File: src/hw/dmem_settings.svh
`ifndef DMEM_SETTINGS_SVH
`define DMEM_SETTINGS_SVH

// byte address into the data RAM
`define ADDR_WIDTH 17

// tag that follows each load/store back to the core
`define NICK_WIDTH 4

// entries in the load/store queue, not counting the one in the cache holder
`define LSQ_DEPTH 4

`define RAM_BYTES (1 << `ADDR_WIDTH)

`endif

File: src/hw/busPkg.sv
`default_nettype none

`include "dmem_settings.svh"

package busPkg;

    // encoded so that the value is also the index of the top byte lane
    typedef enum logic [1:0] {
        lenByte = 2'd0,
        lenHalf = 2'd1,
        lenWord = 2'd3
    } memLen_t;

    typedef union packed {
        logic [31:0]     word;
        logic [3:0][7:0] lanes;     // lane 0 is the lowest address, little-endian
    } dataWord_u;

    typedef struct packed {
        logic                   isStore;
        logic [`ADDR_WIDTH-1:0] addr;
        memLen_t                len;
        dataWord_u              data;
    } memReq_t;

    typedef struct packed {
        logic dataBlocked;          // bit 1
        logic fetchBusy;            // bit 0
    } memWait_t;

endpackage

`default_nettype wire

File: src/hw/lsuPkg.sv
`default_nettype none

`include "dmem_settings.svh"

package lsuPkg;

    import busPkg::*;

    typedef enum logic [1:0] {
        loadSigned   = 2'd0,
        loadUnsigned = 2'd1,
        store        = 2'd2
    } lsuKind_t;

    typedef struct packed {
        lsuKind_t               kind;
        memLen_t                len;
        logic [`ADDR_WIDTH-1:0] addr;
        logic [31:0]            storeData;
        logic [`NICK_WIDTH-1:0] nick;
    } lsuOp_t;

    // raw completion as it leaves the cache holder
    typedef struct packed {
        lsuKind_t               kind;
        memLen_t                len;
        logic [`NICK_WIDTH-1:0] nick;
        dataWord_u              data;
    } lsuDone_t;

    typedef struct packed {
        logic [`NICK_WIDTH-1:0] nick;
        logic                   isStore;
        logic [31:0]            value;
    } lsuResult_t;

endpackage

`default_nettype wire

File: src/hw/loadStoreQueue.sv
`default_nettype none

`include "dmem_settings.svh"

module loadStoreQueue import lsuPkg::*; (
    input  logic   clk,
    input  logic   rst,
    input  logic   opValid,
    input  lsuOp_t op,
    input  logic   cacheReady,
    output logic   issueValid,
    output lsuOp_t issueOp,
    output logic   full,
    output logic   overflow
);

    localparam int ptrWidth   = $clog2(`LSQ_DEPTH);
    localparam int countWidth = $clog2(`LSQ_DEPTH + 1);

    lsuOp_t                entries [`LSQ_DEPTH];
    logic [ptrWidth-1:0]   wrPtr;
    logic [ptrWidth-1:0]   rdPtr;
    logic [countWidth-1:0] count;
    logic                  push;
    logic                  pop;

    function automatic logic [ptrWidth-1:0] nextPtr(input logic [ptrWidth-1:0] ptr);
        if (ptr == ptrWidth'(`LSQ_DEPTH - 1)) begin
            return '0;
        end
        return ptr + 1'b1;
    endfunction

    assign full       = (count == countWidth'(`LSQ_DEPTH));
    assign push       = opValid && !full;     // a strobe into a full queue is lost
    assign issueValid = (count != '0) && cacheReady;
    assign pop        = issueValid;
    assign issueOp    = entries[rdPtr];

    always_ff @(posedge clk) begin
        if (rst) begin
            wrPtr    <= '0;
            rdPtr    <= '0;
            count    <= '0;
            overflow <= 1'b0;
        end else begin
            if (push) begin
                wrPtr <= nextPtr(wrPtr);
            end
            if (pop) begin
                rdPtr <= nextPtr(rdPtr);
            end
            case ({push, pop})
                2'b10:   count <= count + 1'b1;
                2'b01:   count <= count - 1'b1;
                default: count <= count;
            endcase
            if (opValid && full) begin
                overflow <= 1'b1;     // sticky until reset
            end
        end
    end

    always_ff @(posedge clk) begin
        if (push) begin
            entries[wrPtr] <= op;
        end
    end

endmodule

`default_nettype wire

File: config.mk
export PLATFORM = sky130hd
export DESIGN_NAME = loadStoreQueue
export DESIGN_NICKNAME = d
export VERILOG_FILES = /design/src/hw/busPkg.sv /design/src/hw/lsuPkg.sv /design/src/hw/loadStoreQueue.sv
export VERILOG_INCLUDE_DIRS = /design/src /design/src/hw
export SDC_FILE = /design/constraint.sdc
export NUM_CORES = 1
export LEC_CHECK = 0
export BUFFER_PORTS_ARGS = -buffer_cell sky130_fd_sc_hd__buf_2
export CAP_MARGIN = 20
export CORE_ASPECT_RATIO = 0.5
export CORE_MARGIN = 5
export CORE_UTILIZATION = 50
export CTS_CLUSTER_DIAMETER = 60
export CTS_CLUSTER_SIZE = 8
export DETAILED_ROUTE_END_ITERATION = 8
export PLACE_DENSITY = 0.71
export SYNTH_ARGS = -nofsm -noshare
export SYNTH_HDL_FRONTEND = slang
export SYNTH_SLANG_ARGS = --single-unit
File: constraint.sdc
create_clock -name clk -period 3.86 [get_ports clk]
set_input_delay 0.193 -clock clk [delete_from_list [all_inputs] [get_ports clk]]
set_output_delay 0.193 -clock clk [all_outputs]
set_load 0.02 [all_outputs]
* Word level (Yosys, flattened, before mapping)
Memories as Yosys holds them, arrays and structs flattened. A register that Yosys moved wholly into a read port is not among the register bits.
Index checks and enable logic that the tools add are counted.
** Word-level totals
- Flip-flop bits (word level) :: 8
- Memory bits (writable) :: 228
- Input bits :: 61
- Output and inout port bits :: 60
- Logic and storage cells :: 35
- Memories kept :: 1
** Operators by class
- $add $sub $neg :: 4
- Eq/ne operators :: 5
- Muxes and demuxes :: 15
- Reduce and logical (&&, ||, !) cells :: 6
** Memory list
- entries :: depth 4, width 57, read ports 1, clocked after memory_dff 1, wr ports 1, RTL line loadStoreQueue.sv:20 : lsuOp_t entries [`LSQ_DEPTH];
** Operators with widths (count)
- 2-to-1 mux 2 bit :: 6
- 2-to-1 mux 1 bit :: 8
- == test 2 bit, second input constant :: 3
- one-hot mux 3 bit (2 select lines) :: 1
- adder 2 x 1 -> 2 bit, second input constant :: 2
- adder 3 x 1 -> 3 bit, second input constant :: 1
- == test 3 bit, second input constant :: 1
- logical AND 1 bit :: 3
- nonzero test 3 bit :: 1
- subtractor 3 x 1 -> 3 bit, second input constant :: 1
- == test 2 x 1 -> 1 bit, second input constant :: 1
- nonzero test 2 bit :: 1
- zero test 1 bit :: 1

* Depth between registers and ports, before layout
- Word-level depth :: 7
- Mapped depth :: 10

* Worst setup path before layout
Ideal clock, no wire load.
- Path kind :: register -> register
- Start point :: reg count[1]
- End point :: reg count[2]
- Arrival :: 2.256 ns
- Data required time :: 3.789 ns
- Path slack :: 1.533 ns
- Cell stages (with the launch flop) :: 11
- Buffers on the path :: 1
- Clock period less this slack :: 2.327 ns
- Cell sequence :: dfxtp_1 -> or3b_1 -> buf_6 -> and2_4 -> inv_1 -> ha_1 -> inv_1 -> fa_1 -> xor2_1 -> or3_2 -> a21oi_1
** On the way
- Longest elaborated chain between the ends :: 5
** Ends and longest elaborated chain
- start: declaration :: RTL line loadStoreQueue.sv:23 : logic [countWidth-1:0] count;
- start signal: assignment :: RTL line loadStoreQueue.sv:54 : 2'b10: count <= count + 1'b1;
- start signal: assignment :: RTL line loadStoreQueue.sv:55 : 2'b01: count <= count - 1'b1;
- start signal: assignment :: RTL line loadStoreQueue.sv:56 : default: count <= count;
- == test 3 bit :: RTL line loadStoreQueue.sv:34 : assign full = (count == countWidth'(`LSQ_DEPTH));
- zero test 1 bit :: RTL line loadStoreQueue.sv:35 : assign push = opValid && !full;
- logical AND 1 bit :: RTL line loadStoreQueue.sv:35
- == test 2 x 1 -> 1 bit / == test 2 bit (equally long branches) :: RTL line loadStoreQueue.sv:53 : case ({push, pop})
- one-hot mux 3 bit (2 select lines) / nonzero test 2 bit (equally long branches)
Parallel ways exist; a longest one is shown, timed or not.
A chain may end at the register's enable or synchronous reset.

==> key figures <==
Finish
  • Diode count: 0
  • Share of layout cells above drive strength 1: 40.52%
  • Layout area overhead: 28.08%
  • Post-Layout Cell Count: ~810
  • Util after Layout: roughly 65%
  • Final Net Count: 630
  • Fin area: 0.01119 sq mm

STA
  • Minimum clock period: roughly 2.5 ns
  • Max Slew Vio Count: 0
  • Period utilisation layout: about two thirds
  • Rel. slew slack: about 38%
  • RSZ-0062 raised after global routing: false
  • Measured slew at the worst slew-check pin: just over 0.9 ns
  • Setup TNS: 0 ns
  • Fmax: roughly 400 MHz
  • Worst Skew: about 0.015 ns
  • Final-report setup violation count: 0
  • Hold Vio Cnt, Final: 0

GRT
  • First-pass GRT wire length: 25350 um
  • Gr usage total: between 15 and 20%
  • Vias in the first global route: 4675
  • Largest net degree at the start of global routing: 38
  • Global route overflow: 0
  • Initial antenna violation count: 0

Clock network
  • CTS clk-pin slew, worst paths: 0.05 ns
  • Clock Sinks: 238
  • Clock root buffer master: clkbuf_16
  • CTS tree: done
  • CTS max path bufs: 3
  • Num CTS Buffers: 35
  • CTS resizes: 0
  • H-tree depth: 2
  • Clock latency on the worst-skew pair: between 0.4 and 0.5 ns

Route
  • ANT nets after route: 0
  • Drt initial violations: 170
  • WL/cell: roughly 20 um
  • Routed WL: approximately 16000 um
  • Vias: roughly 4200
  • Via density: between 5 and 6
  • Router iterations before antenna repair: 5
  • DRC Markers: 0

Synth
  • Post-synthesis register bit count: between 200 and 250
  • Mapped Area: about 0.0087 sq mm
  • Mean Syn Cell Area: 24.74 sq um
  • Synth Instances: about 350
  • Asr flop ratio synth: 0%
  • Net Count, Synth: roughly 420
  • Yosys Warn Count: 0
  • Register area share after synthesis: 80.69%
  • Main synth FF type: edfxtp_1
  • Post-synth EDFFs: 228
  • Distinct cells, synth: 26

Power and ir drop
  • Switching power: 0.001921 W
  • Sw Ratio: between 20% and 30%
  • Cell internal pwr: approximately 0.0055 W
  • Worst vdd ir: 0.3244 mV
  • Combinational power share: 19.8%
  • Clock Power Share: between 30 and 40%
  • Pwr dens: 664.0 mW/mm^2
  • Leak: a little under 4 nW
  • Reg power frac: 43.9%

Placed design
  • Inst Count DP: approximately 700
  • Routability cong.: between 0.7 and 0.8
  • Port bufs: 120
  • DP Area: between 0.009 and 0.01 sq mm
  • Post-DP HPWL: roughly 9700 um

Run
  • Max-cap violation count: 0

Status
  • Status: completed

Setup path
  • Crit-path max FO: 32
  • CP startpoint kind: register
  • CP endpoint kind: primary output
  • CP Class: reg -> out
  • Worst EP arrival: approximately 2.3 ns
  • Required @ worst endpoint: 3.67 ns

Floorplanning
  • Die area: 0.02037 sq mm
  • I/O Pins: between 100 and 150
  • Core area: 0.01727 sq mm
  • Die height: between 100 and 150 um
  • Initial core utilization: between 50% and 60%
  • Die Span X: 196.9 um
  • # rows: 34

Min path
  • HP Class: in -> reg
## worst paths after layout
path / startpoint / to / slack [ns] / cells after the start
setup reg to reg: count[1] / count[2] / 1.40 / 9
hold reg to reg: overflow / overflow / 0.48 / 2
setup / recovery: register / issueOp[48] / 1.35 / 3
hold / removal: rst / count[2] / 0.01 / 2
## timing repair
item                                    in CTS  in global routing
hold buffers                                57                  0
hold endpoints to repair                   228                  0
endpoints found under the setup margin       0                  0
buffers inserted                             0                  0
## per-stage QoR
stage	power (W)	setup WS [ns]	hold WS, ns
after global routing	0.007766	1.125	0.02255
after global placement	0.004741	1.443	0.4045
final	0.007427	1.352	0.01044
after CTS	0.007532	1.249	0.002157
after detailed placement	0.004769	1.421	0.4109
after floorplan	0.004288	1.533	0.2919
## layer usage
layer | part of all wire [%] | global-route usage [%]
met4 | 1.3 | 3.355
met2 | 50 | 28.28
met3 | 5.2 | 3.430
met5 | 0 | 0
met1 | 43 | 21.95
## power groups by stage
stage          Combinational (W)  Sequential, W  Clock (W)
5_1_grt                  0.00158        0.00330    0.00289
6_report                 0.00147        0.00326    0.00270
3_3_place_gp             0.00144        0.00330          0
3_5_place_dp             0.00145        0.00332          0
2_1_floorplan            0.00109        0.00320          0
4_1_cts                  0.00150        0.00327    0.00276
## logic make-up after synthesis
logic type	after synthesis	synth area share (%)
DFF	238	80.69
and+or+nand+nor	17	1.132
adders and majority gates	7	1.089
xor gates and xnor gates	2	0.2006
muxes	58	14.81
buffers and inverters	22	1.418
AOI/OAI and AO/OA	9	0.6590
## cells in the final DEF, fill, tap and decap left out, drive strengths merged
master / netlist / final
edfxtp: 228 / 228
buf: 11 / 129
mux4: 57 / 57
dlygate4sd3: 0 / 57
clkbuf: 3 / 50
dfxtp: 10 / 10
inv: 8 / 8
ha: 6 / 6
nor2: 5 / 5
a21oi: 5 / 5
and3: 4 / 4
xor2: 2 / 2
nand3: 2 / 2
o31ai: 2 / 2
or3: 2 / 2
or3b: 1 / 1
and2: 1 / 1
nor3: 1 / 1
nand2: 1 / 1
mux2i: 1 / 1
a21o: 1 / 1
o21ai: 1 / 1
fa: 1 / 1
## sequential cells by signal, summed over array words and instances (netlist names), named ones only
| signal | count |
|---|---|
| count | 3 |
| overflow | 1 |
| entries | 228 |
| rdPtr | 2 |
| wrPtr | 2 |
## synth_stat cells (2+ instances only)
| cell type | number | area [sq um] |
|---|---|---|
| nor2_1 | 5 | 18.77 |
| and3_2 | 4 | 30.03 |
| xor2_1 | 2 | 17.52 |
| ha_1 | 6 | 75.07 |
| buf_2 | 6 | 30.03 |
| inv_1 | 8 | 30.03 |
| dfxtp_1 | 10 | 200.2 |
| a21oi_1 | 5 | 25.02 |
| buf_6 | 4 | 45.04 |
| nand3_1 | 2 | 10.01 |
| edfxtp_1 | 228 | 6847 |
| mux4_2 | 57 | 1284 |
| clkbuf_1 | 3 | 11.26 |
## cell type report
| type | count | area [sq um] |
|---|---|---|
| Tap cell | 234 | 292.8 |
| Inverter | 8 | 30.03 |
| Sequential cell | 238 | 7052 |
| Timing Repair Buffer | 186 | 1264 |
| Clock buffer | 50 | 984.7 |
| Fill cell | 1185 | 6086 |
| Multi-Input combinational cell | 93 | 1563 |
## critical path, stage by stage (launching register included)
cell     delay (ns)
dfxtp_4        0.77
buf_12         0.31
mux4_2         0.55
buf_2          0.18
No activity file was read; power rests on OpenSTA's default activity.
