$ cat config.mk
export PLATFORM = sky130hd
export DESIGN_NAME = dataCache
export DESIGN_NICKNAME = d
export VERILOG_FILES = /design/src/hw/busPkg.sv /design/src/hw/lsuPkg.sv /design/src/hw/dataCache.sv
export VERILOG_INCLUDE_DIRS = /design/src /design/src/hw
export SDC_FILE = /design/constraint.sdc
export NUM_CORES = 1
export LEC_CHECK = 0
export ABC_AREA = 0
export BUFFER_PORTS_ARGS = -buffer_cell sky130_fd_sc_hd__buf_4
export CORE_ASPECT_RATIO = 1.5
export CORE_MARGIN = 2
export CORE_UTILIZATION = 44
export DETAILED_ROUTE_END_ITERATION = 6
export PLACE_DENSITY = 0.89
export SLEW_MARGIN = 25
export SYNTH_ARGS = -nofsm -noshare
export SYNTH_HDL_FRONTEND = slang
export SYNTH_SLANG_ARGS = --single-unit
export TNS_END_PERCENT = 30
$ cat constraint.sdc
create_clock -name clk -period 0.8 [get_ports clk]
set_input_delay 0.12 -clock clk [delete_from_list [all_inputs] [get_ports clk]]
set_output_delay 0.12 -clock clk [all_outputs]
set_load 0.02 [all_outputs]
$ cat src/hw/dmem_settings.svh
`ifndef DMEM_SETTINGS_SVH
`define DMEM_SETTINGS_SVH

// byte address into the data RAM
`define ADDR_WIDTH 17

// tag that follows each load/store back to the core
`define NICK_WIDTH 4

// entries in the load/store queue, not counting the one in the cache holder
`define LSQ_DEPTH 4

`define RAM_BYTES (1 << `ADDR_WIDTH)

`endif

$ cat src/hw/busPkg.sv
`default_nettype none

`include "dmem_settings.svh"

package busPkg;

    // encoded so that the value is also the index of the top byte lane
    typedef enum logic [1:0] {
        lenByte = 2'd0,
        lenHalf = 2'd1,
        lenWord = 2'd3
    } memLen_t;

    typedef union packed {
        logic [31:0]     word;
        logic [3:0][7:0] lanes;     // lane 0 is the lowest address, little-endian
    } dataWord_u;

    typedef struct packed {
        logic                   isStore;
        logic [`ADDR_WIDTH-1:0] addr;
        memLen_t                len;
        dataWord_u              data;
    } memReq_t;

    typedef struct packed {
        logic dataBlocked;          // bit 1
        logic fetchBusy;            // bit 0
    } memWait_t;

endpackage

`default_nettype wire

$ cat src/hw/lsuPkg.sv
`default_nettype none

`include "dmem_settings.svh"

package lsuPkg;

    import busPkg::*;

    typedef enum logic [1:0] {
        loadSigned   = 2'd0,
        loadUnsigned = 2'd1,
        store        = 2'd2
    } lsuKind_t;

    typedef struct packed {
        lsuKind_t               kind;
        memLen_t                len;
        logic [`ADDR_WIDTH-1:0] addr;
        logic [31:0]            storeData;
        logic [`NICK_WIDTH-1:0] nick;
    } lsuOp_t;

    // raw completion as it leaves the cache holder
    typedef struct packed {
        lsuKind_t               kind;
        memLen_t                len;
        logic [`NICK_WIDTH-1:0] nick;
        dataWord_u              data;
    } lsuDone_t;

    typedef struct packed {
        logic [`NICK_WIDTH-1:0] nick;
        logic                   isStore;
        logic [31:0]            value;
    } lsuResult_t;

endpackage

`default_nettype wire

$ cat src/hw/dataCache.sv
`default_nettype none

module dataCache import busPkg::*, lsuPkg::*; (
    input  logic      clk,
    input  logic      rst,
    input  logic      issueValid,
    input  lsuOp_t    issueOp,
    output logic      cacheReady,
    input  memWait_t  memWait,
    output logic      dataEn,
    output memReq_t   dataReq,
    input  logic      dataDone,
    input  dataWord_u dataRdata,
    output logic      doneValid,
    output lsuDone_t  done
);

    logic   occupied;
    lsuOp_t entry;

    assign cacheReady = !occupied;
    assign dataEn     = occupied && !memWait.dataBlocked;

    always_comb begin
        dataReq.isStore   = (entry.kind == store);
        dataReq.addr      = entry.addr;
        dataReq.len       = entry.len;
        dataReq.data.word = entry.storeData;
    end

    always_ff @(posedge clk) begin
        if (rst) begin
            occupied  <= 1'b0;
            doneValid <= 1'b0;
        end else begin
            doneValid <= dataDone;
            if (dataDone) begin
                occupied <= 1'b0;
            end
            if (issueValid) begin
                occupied <= 1'b1;     // only offered while empty, so never clashes with done
            end
        end
    end

    always_ff @(posedge clk) begin
        if (issueValid) begin
            entry <= issueOp;
        end
        if (dataDone) begin
            done.kind <= entry.kind;
            done.len  <= entry.len;
            done.nick <= entry.nick;
            done.data <= dataRdata;
        end
    end

endmodule

`default_nettype wire

### Word level (Yosys, flattened, before mapping)

Cells that the tools add are included.

* register bits: 99
* latch bits: 0
* memory bits (writable): 0
* ROM bits: 0
* bits of input ports: 95
* output and inout bits: 95
* logic and storage cells: 18
* memories kept: 0

* $add $sub $neg: 0
* $mul: 0
* div/mod/pow operators: 0
* order comparisons: 0
* equal/unequal tests: 1
* shift-type cells: 0
* multiplexer cells: 2
* bitwise operators: 0
* reductions and logical operators: 4

Operators by type and width (count)
* 2-bit == test (second input constant): 1
* 1-bit zero test: 2
* 1-bit 2-to-1 mux: 2
* 2-bit nonzero test: 1
* 1-bit logical AND: 1

### Longest topological paths before layout

Gate-level depths: netlist of run 1.

* word-level depth: 2
* depth in mapped cells: 2
* mapped depth without buffers: 2

### Least setup slack after synthesis of run 1

OpenSTA, ideal clock, no wires.

* path type: reg-to-output
* start point: register occupied
* end point: output port dataEn
* data arrival time: 0.733 ns
* setup slack: -0.053 ns
* cell stages (with the launch flop): 3
* path buffers: 0
* cell sequence: dfxtp_1 > inv_1 > nor2_1

* word-level cells in the longest chain between the ends: 1

RTL lines
* start: declaration: line dataCache.sv:18 `logic occupied;`
* start signal: assignment: line dataCache.sv:33 `occupied <= 1'b0;`
* start signal: assignment: line dataCache.sv:38 `occupied <= 1'b0;`
* start signal: assignment: line dataCache.sv:41 `occupied <= 1'b1;`
* 1-bit logical AND: line dataCache.sv:22 `assign dataEn = occupied && !memWait.dataBlocked;`
* end: declaration: line dataCache.sv:10 `output logic dataEn,`

Every way passes these cells.

==> flow_summary.ini, run 1 <==
[worst_setup_path]
crit_arrival_ns = 1.06
crit_path_end_kind = output port
regToRegEndpoint = done[38]
crit_type = reg -> out
worstRegToRegCells = 1
start_kind = flip-flop
rr_startpoint = entry[55]
cp.required_ns = 0.68
reg2reg_slack_ns = 0.02
critPathMaxFanout = 2

[synth]
synth_top_area_share_pct = 86.3
synth_edf_count = 97
synth_top_area_cell = edfxtp_1
syn-num-nets = 252
postSynthCellCount = 157
netlist_top_cells_area = edfxtp_1 (86%), buf_4 (11%), dfxtp_1 (1.2%)
ys_async_sr_fraction_pct = 0
synthFlopType = edfxtp_1
syn_avg_cell_area_um2 = 21.5
yosysUniqueCellTypes = 8
syn_area_mm2 = 0.00337
ys_top_cells_by_count = edfxtp_1 (97), buf_4 (51), dfxtp_1 (2), inv_1 (2), nor2b_1 (2)
synth-seq-cells = 99
ys_warn_count = 0
yosysSeqAreaShare_pct = 87.5
synthMostInstantiatedCell = edfxtp_1

[status]
status = finished with violations
violations = negative setup slack

[layout]
fin_util_pct = 82.5
nets = 501
nFillCells = 387
final_cells = 514
drive_above_1_share_pct = 53.3
area_delta_synth_final_pct = 83.7

[sta]
min_period_over_period_pct = 148
max_freq_ghz = 0.846
maxSlewViolCount = 0
worst_slack_ns = -0.382
slew_headroom_pct = 86.9
worstMarginPinSlew_ns = 0.197
hold_viol = 0
setup_viol = 95
grt_setup_unrepaired = true
finalCriticalPeriod_ns = 1.18
finalClockSkew_ns = 0.00464

[placed_design]
dpl.cell_count = 403
post-place-ws_ns = 0.00674
place_congestion = 0.676
io_buffer_count = 188
dp_hpwl_um = 4970

[clocking]
htree_levels = 3
clk_path_buf_depth = 2
clock_sink_count = 99
cts_inserted_buffers = 9
cts_root_buf = clkbuf_16
clock_latency_ns = 0.33
cts_tree = built
clkSlewWorstSetupHoldPaths_ns = 0.06

[power]
ir_drop_mv = 1.51
powerDensity_mw_per_mm2 = 2040
p_leak_nw = 2.59

[floorplanning]
dieArea_mm2 = 0.00840
dieHeight_um = 111
rows = 39
initial_utilization_pct = 44.9
ios = 190
floorplan.die.width_um = 75.5
coreArea_mm2 = 0.00751

[drt]
ant_nets = 0
vias_per_cell = 4.29
wl_per_cell_um = 18.3
first_pass_iters = 4
routed_wl_um = 9430
drc = 0
drtIter0Drc = 89
vias = 2207

[min_path]
whs_path_depth = 3
whs_endpoint = occupied
hp-class = in -> reg
min-delay-start = dataDone

[global_routing]
gr-total-overflow = 0
grt_pass1_wl_um = 13300
antenna_found_initial = 1
grt_use_total_pct = 22.8
grt_start_max_net_pins = 36
grt_pass1_vias = 2568

[run]
drv_cap = 0
==> layout by cell type (no fill, tap or decap), types with 2 or more instances in the layout <==
cell / count
buf_4: 103
edfxtp_1: 97
buf_6: 94
dlygate4sd3_1: 90
clkbuf_16: 9
clkbuf_8: 3
clkbuf_1: 3
dfxtp_2: 2
buf_12: 2
==> worst max-delay path: stages (launching register included) <==
cell and delay [ns]:
edfxtp_1 0.40, nor2b_1 0.16, buf_4 0.17
==> layer usage <==
layer | global-route usage (%) | part of all wire (%)
met3 | 7.09 | 7.5
met5 | 0 | 0
met4 | 10.4 | 3.1
met1 | 21.4 | 31
met2 | 42.3 | 58
==> what timing repair did <==
action / 4_1_cts / 5_1_grt
resized for setup: 88 / 12
setup buffers: 1 / 3
pin swaps: 1 / 1
hold buffers: 90 / 0
endpoints found under the hold margin: 91 / 0
setup endpoints to repair: 95 / 96
==> report_power, final <==
group	internal (W)	switching, W
clock	0.00237	0.00170
sequential	0.00616	0.000205
combinational	0.00129	0.000937
==> kinds of logic (layout without fill, tap and decap cells) <==
| group | Yosys count | count (layout) | synth area share, % |
|---|---|---|---|
| flops | 99 | 99 | 87.5 |
| buf+inv | 53 | 307 | 11.6 |
| simple gates | 4 | 4 | 0.667 |
| compound gates | 1 | 1 | 0.260 |
| other cells | 0 | 1 | 0 |
==> flip-flops by register name (all words and copies together), names as in the netlist <==
| signal | flops |
|---|---|
| dataReq | 51 |
| done | 40 |
| entry | 6 |
| doneValid | 1 |
| occupied | 1 |
==> worst max-delay path by stage <==
| stage | to | cells past startpoint | from | slack (ns) |
|---|---|---|---|---|
| floorplan | dataReq[51] | 1 | entry[55] | -0.002 |
| global placement | dataReq[51] | 2 | entry[56] | 0.04 |
| detailed placement | dataEn | 3 | occupied | 0.007 |
| CTS | dataReq[51] | 2 | entry[56] | -0.32 |
| global route | dataReq[51] | 2 | entry[55] | -0.41 |
| finish | dataReq[51] | 2 | entry[55] | -0.38 |
==> per-stage QoR <==
step                total power, W  hold WS [ns]  TNS (ns)  cell area (um2)
finish                      0.0127         0.152    -17.99             6200
detailed placement         0.00795         0.295         0             4610
CTS                         0.0126         0.191    -18.16             6130
global placement           0.00790         0.290         0             4610
global route                0.0131         0.147    -21.16             6200
floorplan                  0.00714         0.182  -0.00249             3380
==> final cells by class <==
class	instances	area, um2	area share [%]
clock buffer	15	278	4.48
multi-input combinational	5	48.8	0.787
timing repair buffer	289	2770	44.7
tap	102	128	2.06
inverter	2	7.51	0.121
clock inverter	1	7.51	0.121
antenna	1	2.50	0.0404
sequential	99	2960	47.7
Note: power is estimated with default switching activity, not from simulation.
==> run 2, diff against run 1 <==
CORE_MARGIN = 4   (was 2)
==> flow_summary.ini, run 2 (synthesized netlist as in run 1, its figures left out) <==
[status]
status = finished with violations
violations = negative setup slack

[clocking]
cts_inserted_buffers = 9
htree_levels = 3
clock_sink_count = 99
cts_root_buf = clkbuf_8
cts_tree = built
clkSlewWorstSetupHoldPaths_ns = 0.08
clk_path_buf_depth = 2
clock_latency_ns = 0.34

[global_routing]
gr-total-overflow = 0
grt_pass1_vias = 2581
grt.met3_usage_pct = 5.72
grt_busiest_layer = met2
grtUsageMet1_pct = 21.5
grtUsageMet2_pct = 40.0
grt_use_total_pct = 21.5
grt_pass1_wl_um = 14000
grt_start_max_net_pins = 32
antenna_found_initial = 0

[worst_setup_path]
crit_path_end_kind = output port
rr_startpoint = occupied
reg2reg_slack_ns = 0.07
crit_type = reg -> out
start_kind = flip-flop
crit_arrival_ns = 1.02
cpPeakStageDelay_ns = 0.43
path_cells = nor2b_4 -> buf_6
worstRegToRegCells = 3
critPathMaxFanout = 2
cp.required_ns = 0.68
regToRegEndpoint = occupied
slowest_stage = edfxtp_1

[floorplanning]
rows = 38
coreArea_mm2 = 0.00737
dieHeight_um = 115
dieArea_mm2 = 0.00916
initial_utilization_pct = 45.8
ios = 190
floorplan.die.width_um = 79.5

[sta]
setup_viol = 95
min_period_over_period_pct = 143
maxSlewViolCount = 0
slew_headroom_pct = 88.8
worst_slack_ns = -0.341
hold_viol = 0
fin_setup_tns_ns = -19.99
worstMarginPinSlew_ns = 0.168
finalCriticalPeriod_ns = 1.14
max_freq_ghz = 0.876
finalClockSkew_ns = 0.00347
grt_setup_unrepaired = true

[drt]
drc = 0
wl_per_cell_um = 19.0
vias = 2211
vias_per_cell = 4.37
drtIter0Drc = 111
first_pass_iters = 4
routed_wl_um = 9640
ant_nets = 0

[placed_design]
io_buffer_count = 188
place_congestion = 0.703
dp_hpwl_um = 5380

[min_path]
whs_endpoint = doneValid
whs_path_depth = 2
hp-class = in -> reg
min-delay-start = dataDone

[layout]
largest_reg_flops = 51
layout_commonest_cell = edfxtp_1
nets = 496
final_cell_mix = edfxtp_1 (97), buf_4 (96), buf_6 (95)
drive_above_1_share_pct = 51.7
fin_util_pct = 82.0
antenna_cells = 0
area_delta_synth_final_pct = 79.2

[power]
ir_drop_mv = 1.76
p_leak_nw = 2.51
powerDensity_mw_per_mm2 = 1870

[run]
drv_cap = 0
## run 2: changes by cell type in the layout (fill, tap and decap cells not counted), sizes merged
cell / previous run / this run
buf: 199 / 194
clkbuf: 15 / 16
clkinvlp: 1 / 0
diode: 1 / 0
## run 2: layout make-up
type	instances	area (um2)
fill	351	1320
inverter	2	7.51
multi-input combinational	5	46.3
sequential	99	2960
tap	100	125
clock buffer	16	160
timing repair buffer	284	2750
## run 2: what timing repair did
| item | CTS | global route |
|---|---|---|
| setup endpoints to repair | 95 | 95 |
| pin swaps | 1 | 0 |
| hold endpoints to repair | 91 | 0 |
| buffers inserted | 0 | 1 |
| hold buffers | 90 | 0 |
| resized for setup | 90 | 11 |
## run 2: critical path, delay by kind of cell (launching register included)
| family | cells | cell delay (ns) |
|---|---|---|
| simple gates | 1 | 0.13 |
| flops | 1 | 0.43 |
| buf+inv | 1 | 0.12 |
## run 2: report_power, final
| group | switching [W] | internal [W] |
|---|---|---|
| Sequential | 0.000207 | 0.00615 |
| Combinational | 0.000935 | 0.00128 |
| Clock | 0.00150 | 0.00123 |
## run 2: through the flow
| step | cells | hold slack (ns) | setup WS, ns | power (W) | instance area, um2 |
|---|---|---|---|---|---|
| after floorplan | 157 | 0.182 | -0.00249 | 0.00714 | 3380 |
| after global placement | 399 | 0.291 | 0.0408 | 0.00791 | 4610 |
| after detailed placement | 399 | 0.288 | 0.0190 | 0.00796 | 4610 |
| after CTS | 505 | 0.0325 | -0.364 | 0.0113 | 6000 |
| after global routing | 506 | 0.0522 | -0.392 | 0.0117 | 6050 |
| final | 506 | 0.0627 | -0.341 | 0.0113 | 6050 |
## run 2: how the worst max path moves through the flow
| stage | end | from |
|---|---|---|
| final | dataReq[51] | entry[55] |
| after global routing | dataReq[51] | entry[55] |
| after CTS | dataReq[51] | entry[56] |
| after detailed placement | dataEn | occupied |
| after global placement | dataReq[51] | entry[56] |
| after floorplan | dataReq[51] | entry[55] |
## run 2: routing by layer
layer,up-vias,part of all wire (%)
li1,1011,-
met1,1053,32
met2,127,57
met3,20,7.6
met4,0,3.0
met5,-,0
