$ cat config.mk
export PLATFORM = sky130hd
export DESIGN_NAME = loadResponse
export DESIGN_NICKNAME = d
export VERILOG_FILES = /design/src/hw/busPkg.sv /design/src/hw/lsuPkg.sv /design/src/hw/loadResponse.sv
export VERILOG_INCLUDE_DIRS = /design/src /design/src/hw
export SDC_FILE = /design/constraint.sdc
export NUM_CORES = 1
export LEC_CHECK = 0
export BUFFER_PORTS_ARGS = -buffer_cell sky130_fd_sc_hd__buf_2
export CAP_MARGIN = 20
export CORE_MARGIN = 5
export CORE_UTILIZATION = 35
export CTS_CLUSTER_SIZE = 25
export DETAILED_ROUTE_END_ITERATION = 8
export SLEW_MARGIN = 20
export SYNTH_ARGS = -nofsm -noshare
export SYNTH_HDL_FRONTEND = slang
export SYNTH_SLANG_ARGS = --single-unit
$ cat constraint.sdc
create_clock -name clk -period 2.3 [get_ports clk]
set_input_delay 0.46 -clock clk [delete_from_list [all_inputs] [get_ports clk]]
set_output_delay 0.46 -clock clk [all_outputs]
set_load 0.005 [all_outputs]
$ cat src/hw/dmem_settings.svh
`ifndef DMEM_SETTINGS_SVH
`define DMEM_SETTINGS_SVH

// byte address into the data RAM
`define ADDR_WIDTH 17

// tag that follows each load/store back to the core
`define NICK_WIDTH 4

// entries in the load/store queue, not counting the one in the cache holder
`define LSQ_DEPTH 4

`define RAM_BYTES (1 << `ADDR_WIDTH)

`endif

$ cat src/hw/busPkg.sv
`default_nettype none

`include "dmem_settings.svh"

package busPkg;

    // encoded so that the value is also the index of the top byte lane
    typedef enum logic [1:0] {
        lenByte = 2'd0,
        lenHalf = 2'd1,
        lenWord = 2'd3
    } memLen_t;

    typedef union packed {
        logic [31:0]     word;
        logic [3:0][7:0] lanes;     // lane 0 is the lowest address, little-endian
    } dataWord_u;

    typedef struct packed {
        logic                   isStore;
        logic [`ADDR_WIDTH-1:0] addr;
        memLen_t                len;
        dataWord_u              data;
    } memReq_t;

    typedef struct packed {
        logic dataBlocked;          // bit 1
        logic fetchBusy;            // bit 0
    } memWait_t;

endpackage

`default_nettype wire

$ cat src/hw/lsuPkg.sv
`default_nettype none

`include "dmem_settings.svh"

package lsuPkg;

    import busPkg::*;

    typedef enum logic [1:0] {
        loadSigned   = 2'd0,
        loadUnsigned = 2'd1,
        store        = 2'd2
    } lsuKind_t;

    typedef struct packed {
        lsuKind_t               kind;
        memLen_t                len;
        logic [`ADDR_WIDTH-1:0] addr;
        logic [31:0]            storeData;
        logic [`NICK_WIDTH-1:0] nick;
    } lsuOp_t;

    // raw completion as it leaves the cache holder
    typedef struct packed {
        lsuKind_t               kind;
        memLen_t                len;
        logic [`NICK_WIDTH-1:0] nick;
        dataWord_u              data;
    } lsuDone_t;

    typedef struct packed {
        logic [`NICK_WIDTH-1:0] nick;
        logic                   isStore;
        logic [31:0]            value;
    } lsuResult_t;

endpackage

`default_nettype wire

$ cat src/hw/loadResponse.sv
`default_nettype none

module loadResponse import busPkg::*, lsuPkg::*; (
    input  logic       clk,
    input  logic       rst,
    input  logic       doneValid,
    input  lsuDone_t   done,
    output logic       resultValid,
    output lsuResult_t result
);

    logic       signBit;
    logic [31:0] loadValue;

    // the length code doubles as the index of the most significant lane
    assign signBit = (done.kind == loadSigned) && done.data.lanes[done.len][7];

    always_comb begin
        case (done.len)
            lenByte: loadValue = {{24{signBit}}, done.data.lanes[0]};
            lenHalf: loadValue = {{16{signBit}}, done.data.lanes[1:0]};
            default: loadValue = done.data.word;
        endcase
    end

    always_ff @(posedge clk) begin
        if (rst) begin
            resultValid <= 1'b0;
        end else begin
            resultValid <= doneValid;
        end
    end

    always_ff @(posedge clk) begin
        if (doneValid) begin
            result.nick    <= done.nick;
            result.isStore <= (done.kind == store);
            result.value   <= (done.kind == store) ? 32'd0 : loadValue;
        end
    end

endmodule

`default_nettype wire

# Yosys cells after proc, flatten, opt, wreduce, memory -nomap -nowiden
# Cells that the tools add are included.
[totals]
reg_bits = 38
input_bits = 43
output_inout_bits = 38
word_cells = 13
[classes]
n_lt_le_gt_ge = 1
n_eq_ne = 2
mux = 3
reduce_logical = 3
[ops]
columns = ["operator", "n"]
rows = [
  ["32-bit case mux with 2 select lines", 1],
  ["8-bit binary-select mux with 2-bit select", 1],
  ["8-bit two-way mux", 1],
  ["2-bit logical NOT", 2],
  ["2-bit by 3-bit less-than comparator with 1-bit output, second input constant", 1],
  ["2-bit by 1-bit == test with 1-bit output, second input constant", 1],
  ["2-bit == test, second input constant", 1],
  ["1-bit logical AND", 1],
]

# Depth between registers and ports, before layout
# Gate-level depths: netlist of run 1.
[depth]
depth_word = 4
depth_mapped = 4
ltp_nobuf = 2

# Worst setup path after synthesis of run 1
# Ideal clock, no wire load.
[synth_path]
path_type = "in2reg"
from = "input port done[37] (netlist bit)"
to = "register result[16] (netlist bit), data pin"
setup_ps = 176
t_arrival_ps = 1187
t_required_ps = 2124
slack_ps = 937
path_stages = 4
n_path_buf = 2
cell_sequence = "or3_1 buf_6 buf_6 o32ai_1"
[synth_between]
elab_chain_cells = 4
word_cells_on_any_way = 6
classes_between = "1 x eq/ne; 3 x mux; 2 x reduce/logical"
[synth_lines]
columns = ["element", "line", "text"]
rows = [
  ["start, declared", "loadResponse.sv:7", "input lsuDone_t done,"],
  ["8-bit binary-select mux with 2-bit select", "loadResponse.sv:16", "assign signBit = (done.kind == loadSigned) && done.data.lanes[done.len][7];"],
  ["8-bit two-way mux (implied by the code)", "loadResponse.sv:16", ""],
  ["1-bit logical AND", "loadResponse.sv:16", ""],
  ["32-bit case mux with 2 select lines (*)", "loadResponse.sv:19", "case (done.len)"],
  ["end, declared", "loadResponse.sv:9", "output lsuResult_t result"],
]
# Mark *: on every way between the ends. The rest lies on a longest branch, timed or not. The select of a mux whose other input is x is not followed.
# A chain may end at the register's enable or synchronous reset.

# Final worst setup path of run 1
[layout_path]
from = "input port done[37] (netlist bit)"
to = "register result[24] (netlist bit), data pin"
# Same word-level chain as after synthesis.

==> metrics.md, run 1 <==
| Metric | Value |
|---|---|
| Status | completed |
| Crit Path Max Fanout | 24 |
| ANT nets after route | 0 |
| Max-cap check violation count | 0 |
| Clk buf depth | 2 |
| Critical Path, Cell by Cell | buf_2 -> or3_1 -> o32ai_1 |
| GR Util met1 | 0.124 |
| Peak supply drop | 0.000360 V |
| Aggregate global routing overflow | 0 |
| Slowest CP cell | or3_1 |
| Hold EP | resultValid |
| Via Count | between 1000 and 1500 |
| Worst Hold Class | in2reg |
| Top-Level Pins | 81 |
| RSZ-0062 raised after global routing | no |
| H-tree depth | 2 |
| Fin. Hold Viols | 0 |
| Gate count of the mapped netlist | 110 |
| WL per Instance | 15.1 um |
| Die Span X | 77.4 um |
| Power Density | 749 nW/um^2 |
| Final setup violation count | 0 |
| Vias per cell | approximately 4.9 |
| GPL Wtd Cong | around 0.67 |
| Routed WL | 3.70 mm |
| Final Cycle Share | 0.632 |
| Clk pin slew, worst setup/hold paths | approximately 70 ps |
| Leak | 0.000961 uW |
| HP Start | rst |
| Initial antenna violation count | 0 |
| Slew at the pin closest to its max-slew limit | 777 ps |
| Share of layout cells above drive strength 1 | 0.482 |
| # DRC | 0 |
| Hold Slack | 327 ps |
| Commonest non-fill, non-tap cells in the layout | 80 x buf_2, 37 x edfxtp_1, 25 x inv_1 |
| Largest cells by area after synthesis | edfxtp_1 70%, o32ai_1 13%, inv_1 5.9% |
| Setup slack after layout | 846 ps |
| Register area share after synthesis | 0.712 |
| Worst path max stage delay | roughly 700 ps |
| DP Worst Slack | roughly 560 ps |
| Initial core utilization | 0.362 |
| Synth top area share | 0.699 |
| Site Rows | 24 |
| DP HPWL | 2.69 mm |
| Area of the core | between 4000 and 5000 um^2 |
| Clk sinks | 38 |
| Initial DRC count | 86 |
| CP Capture Type | flop |
| Setup crit start kind | input port |
| Vias in the first global route | 1271 |
| Max Freq | 688 MHz |
| GRT Total Usage | 0.123 |
| Crit path time final | 1450 ps |
| Port bufs | 80 |
| Total setup buffers inserted after CTS | 0 |
| Nets | 235 |
| Commonest non-fill, non-tap cell in the layout | buf_2 |
| Syn Nets | 153 |
| Worst Hold Depth | 2 |
| Met2 usage | 0.218 |
| Die Y | 77.4 um |
| Max_slew headroom | 0.482 |
| Pin count of the biggest net entering global routing | 26 |
| Critical setup path kind | in2reg |
| Critical path data required time | 2390 ps |
| Post-CTS Resized | 0 |
| Mapped cell area | 1590 um^2 |
| Synth Register Bits | 38 |
| Yosys warnings | 0 |
| Hold-fix buffers, CTS | 0 |
| Diode count | 0 |
| Max Transition Viols Final | 0 |
| Setup TNS | 0 ps |
| Met3 Use GR | 0.0683 |
| Mean post-synth cell area | 14.4 um^2 |
| First drt pass iteration count | 4 |
| CTS Buf Count | 5 |
| Worst Path Arrival | roughly 1600 ps |
| First-pass GRT wire length | 5.84 mm |
| Die area | roughly 6000 um^2 |
| Largest area contributor in the netlist | edfxtp_1 |
| CTS root buf | clkbuf_8 |
| GR peak layer | met2 |
| Synth cell types | 13 |
| CTS tree | yes |
| Layout area overhead | 35.6% |
-- registers in the layout, summed over array words and instances, names as in the netlist --
name         cells
result          37
resultValid      1
-- metal layers --
| metal | share of wire | routed length [um] |
|---|---|---|
| met1 | 0.38 | 1400 |
| met4 | 0.010 | 37 |
| met3 | 0.12 | 428 |
| met2 | 0.50 | 1840 |
| met5 | 0 | 0 |
-- power breakdown --
part	switching [uW]	internal (uW)
Sequential	13.4	828
Combinational	100	97.9
Clock	222	353
Total	336	1280
-- worst max-delay path by stage --
stage	startpoint	end	slack [ps]	cells after the start
after floorplan	done[37]	result[16]	940	4
after global placement	done[37]	result[18]	610	3
after detailed placement	done[37]	result[24]	560	3
after CTS	done[37]	result[24]	870	3
after global routing	done[37]	result[29]	770	3
final	done[37]	result[24]	850	3
-- synth_stat cells --
| master | count |
|---|---|
| dfxtp_1 | 1 |
| nand2b_1 | 1 |
| edfxtp_1 | 37 |
| buf_2 | 4 |
| or3_1 | 1 |
| buf_1 | 1 |
| inv_1 | 25 |
| nor2b_1 | 10 |
| clkbuf_1 | 1 |
| nor2_1 | 1 |
| mux2i_2 | 1 |
| o32ai_1 | 24 |
| buf_6 | 3 |
-- worst max-delay path, delay by kind of cell --
kind,cells,cell delay (ps)
AOI/OAI and AO/OA,1,260
and+or+nand+nor,1,700
buffers and inverters,1,110
-- cells by family (layout without fill, tap and decap cells) --
| group | count (synthesis) | after routing | share of synthesized area |
|---|---|---|---|
| AO/OA/AOI/OAI | 24 | 24 | 0.132 |
| buffers and inverters | 34 | 117 | 0.0976 |
| flip-flops | 38 | 38 | 0.712 |
| multiplexers | 1 | 1 | 0.00866 |
| AND/OR/NAND/NOR | 13 | 13 | 0.0496 |
-- stage by stage --
stage,std cells,utilization,power (uW),cell area [um^2]
6_report,245,0.491,1610,2150
3_5_place_dp,237,0.465,1060,2040
4_1_cts,245,0.491,1640,2150
3_3_place_gp,237,0.465,1050,2040
5_1_grt,245,0.491,1680,2150
2_1_floorplan,110,-,935,1590
-- layout make-up --
class	instances	area [um^2]
well taps	52	65.1
flip-flops and latches	38	1130
clock buffers	7	86.3
fillers	420	2230
repair buffers	84	443
multi-input cells	38	305
clock inverters	1	30.0
inverters	25	93.8
No activity file was read; power rests on OpenSTA's default activity.
==> run 2: changes to the inputs <==
==> constraint.sdc (replaced) <==
create_clock -name clk -period 1.5 [get_ports clk]
set_input_delay 0.3 -clock clk [delete_from_list [all_inputs] [get_ports clk]]
set_output_delay 0.3 -clock clk [all_outputs]
set_load 0.005 [all_outputs]
==> metrics.md, run 2 (synthesis results as in run 1) <==
| Metric | Value |
|---|---|
| Status | completed |
| Max_slew headroom | 0.680 |
| Flop pwr share | 0.557 |
| Commonest non-fill, non-tap cell in the layout | buf_2 |
| Max Transition Viols Final | 0 |
| Placed Area | 2070 um^2 |
| Diode count | 0 |
| H-tree depth | 2 |
| Setup TNS | 0 ps |
| HP Start | rst |
| Clk sinks | 38 |
| Max reg flops | 37 |
| Critical setup path kind | reg2out |
| Slew at the pin closest to its max-slew limit | about 480 ps |
| Clk pin slew, worst setup/hold paths | 70 ps |
| Final setup violation count | 0 |
| RSZ-0062 raised after global routing | no |
| DRT met1 WL | around 1.6 mm |
| Layout area overhead | 35.8% |
| DP HPWL | 2.85 mm |
| GRT Total Usage | 0.133 |
| Total setup buffers inserted after CTS | 0 |
| Die Y | about 77 um |
| Routed WL | slightly below 4 mm |
| Site Rows | 24 |
| Initial core utilization | 0.362 |
| Setup crit start kind | flop |
| Vias in the first global route | 1246 |
| Met2 routed WL | 1.90 mm |
| # DRC | 0 |
| WP buf/inv | 1 |
| Sw frac | 0.223 |
| First-pass GRT wire length | about 6.3 mm |
| Design area | 2160 um^2 |
| Die Span X | 77.4 um |
| Critical path data required time | 1200 ps |
| Leak | roughly 0.00097 uW |
| Worst Hold Class | in2reg |
| Power Density | between 1000 and 1500 nW/um^2 |
| Port bufs | 80 |
| GPL Wtd Cong | 0.666 |
| Initial DRC count | 45 |
| CTS root buf | clkbuf_8 |
| Worst Setup SP | result[27] |
| Slowest CP cell | edfxtp_1 |
| Met3 WL post-DR | approximately 350 um |
| ANT nets after route | 0 |
| Initial antenna violation count | 0 |
| Share of layout cells above drive strength 1 | 0.487 |
| WL per Instance | 15.6 um |
| Critical Path, Cell by Cell | buf_2 |
| Clk pwr share | 0.307 |
| Post-CTS Resized | 0 |
| Crit Path Max Fanout | 1 |
| CTS Buf Count | 5 |
| Nets | 239 |
| Pint | 1800 uW |
| Vias per cell | 4.84 |
| CP Capture Type | output port |
| Top reg by flops | result |
| Via Count | 1204 |
| CTS tree | yes |
| Top-Level Pins | 81 |
| CP top delay family | flip-flops |
| First drt pass iteration count | 4 |
| Worst Path Arrival | 820 ps |
| Hold-fix buffers, CTS | 0 |
| Aggregate global routing overflow | 0 |
| Max Freq | 892 MHz |
| Regs by FF count | result: 37 flops, resultValid: 1 flops |
| Worst path max stage delay | 390 ps |
| Psw | 518 uW |
| Final Cycle Share | 0.747 |
| Max-cap check violation count | 0 |
| Fin. Hold Viols | 0 |
| Clk buf depth | 2 |
| Logic pwr share | 0.135 |
| Crit path time final | 1120 ps |
| Die area | 5990 um^2 |
| Area of the core | ~4400 um^2 |
| Pin count of the biggest net entering global routing | 26 |
| Top layer in use | met4 |
| Commonest non-fill, non-tap cells in the layout | 80 x buf_2, 37 x edfxtp_1, 25 x inv_1 |
| Peak supply drop | 0.000380 V |
==> run 2: changes by cell type in the layout (fill, tap and decap cells not counted) <==
| cell | change |
|---|---|
| buf_4 | +4 |
| bufinv_16 | -1 |
| clkbuf_1 | +1 |
==> run 2: layout make-up <==
cell class | count | area [um^2]
Fill cell | 418 | 2230
Sequential cell | 38 | 1130
Timing Repair Buffer | 88 | 473
Multi-Input combinational cell | 38 | 305
Inverter | 25 | 93.8
Clock buffer | 8 | 90.1
Tap cell | 52 | 65.1
==> run 2: path summary, 6_finish.rpt <==
check | end | cells past startpoint
worst max-delay path | result[27] | 1
worst min-delay path | resultValid | 2
==> run 2: routing by layer <==
| metal | vias to the layer above | global-route usage |
|---|---|---|
| met3 | 5 | 0.0602 |
| met2 | 56 | 0.211 |
| met4 | 0 | 0.0515 |
| li1 | 581 | - |
| met1 | 562 | 0.158 |
| met5 | - | 0 |
==> run 2: power by group through the flow <==
stage | registers, uW | clock network [uW] | logic, uW
after detailed placement | 1320 | 0 | 320
final | 1290 | 713 | 313
after global routing | 1300 | 775 | 348
after CTS | 1300 | 735 | 321
after floorplan | 1330 | 0 | 103
after global placement | 1310 | 0 | 310
==> run 2: stage by stage <==
step	total power (uW)	utilization	worst slack, ps	std cells	hold WS [ps]
final	2320	0.492	379	249	166
after CTS	2350	0.492	362	249	153
after detailed placement	1640	0.472	137	241	460
after global placement	1620	0.472	205	241	460
after floorplan	1430	-	297	110	372
after global routing	2430	0.492	332	249	159
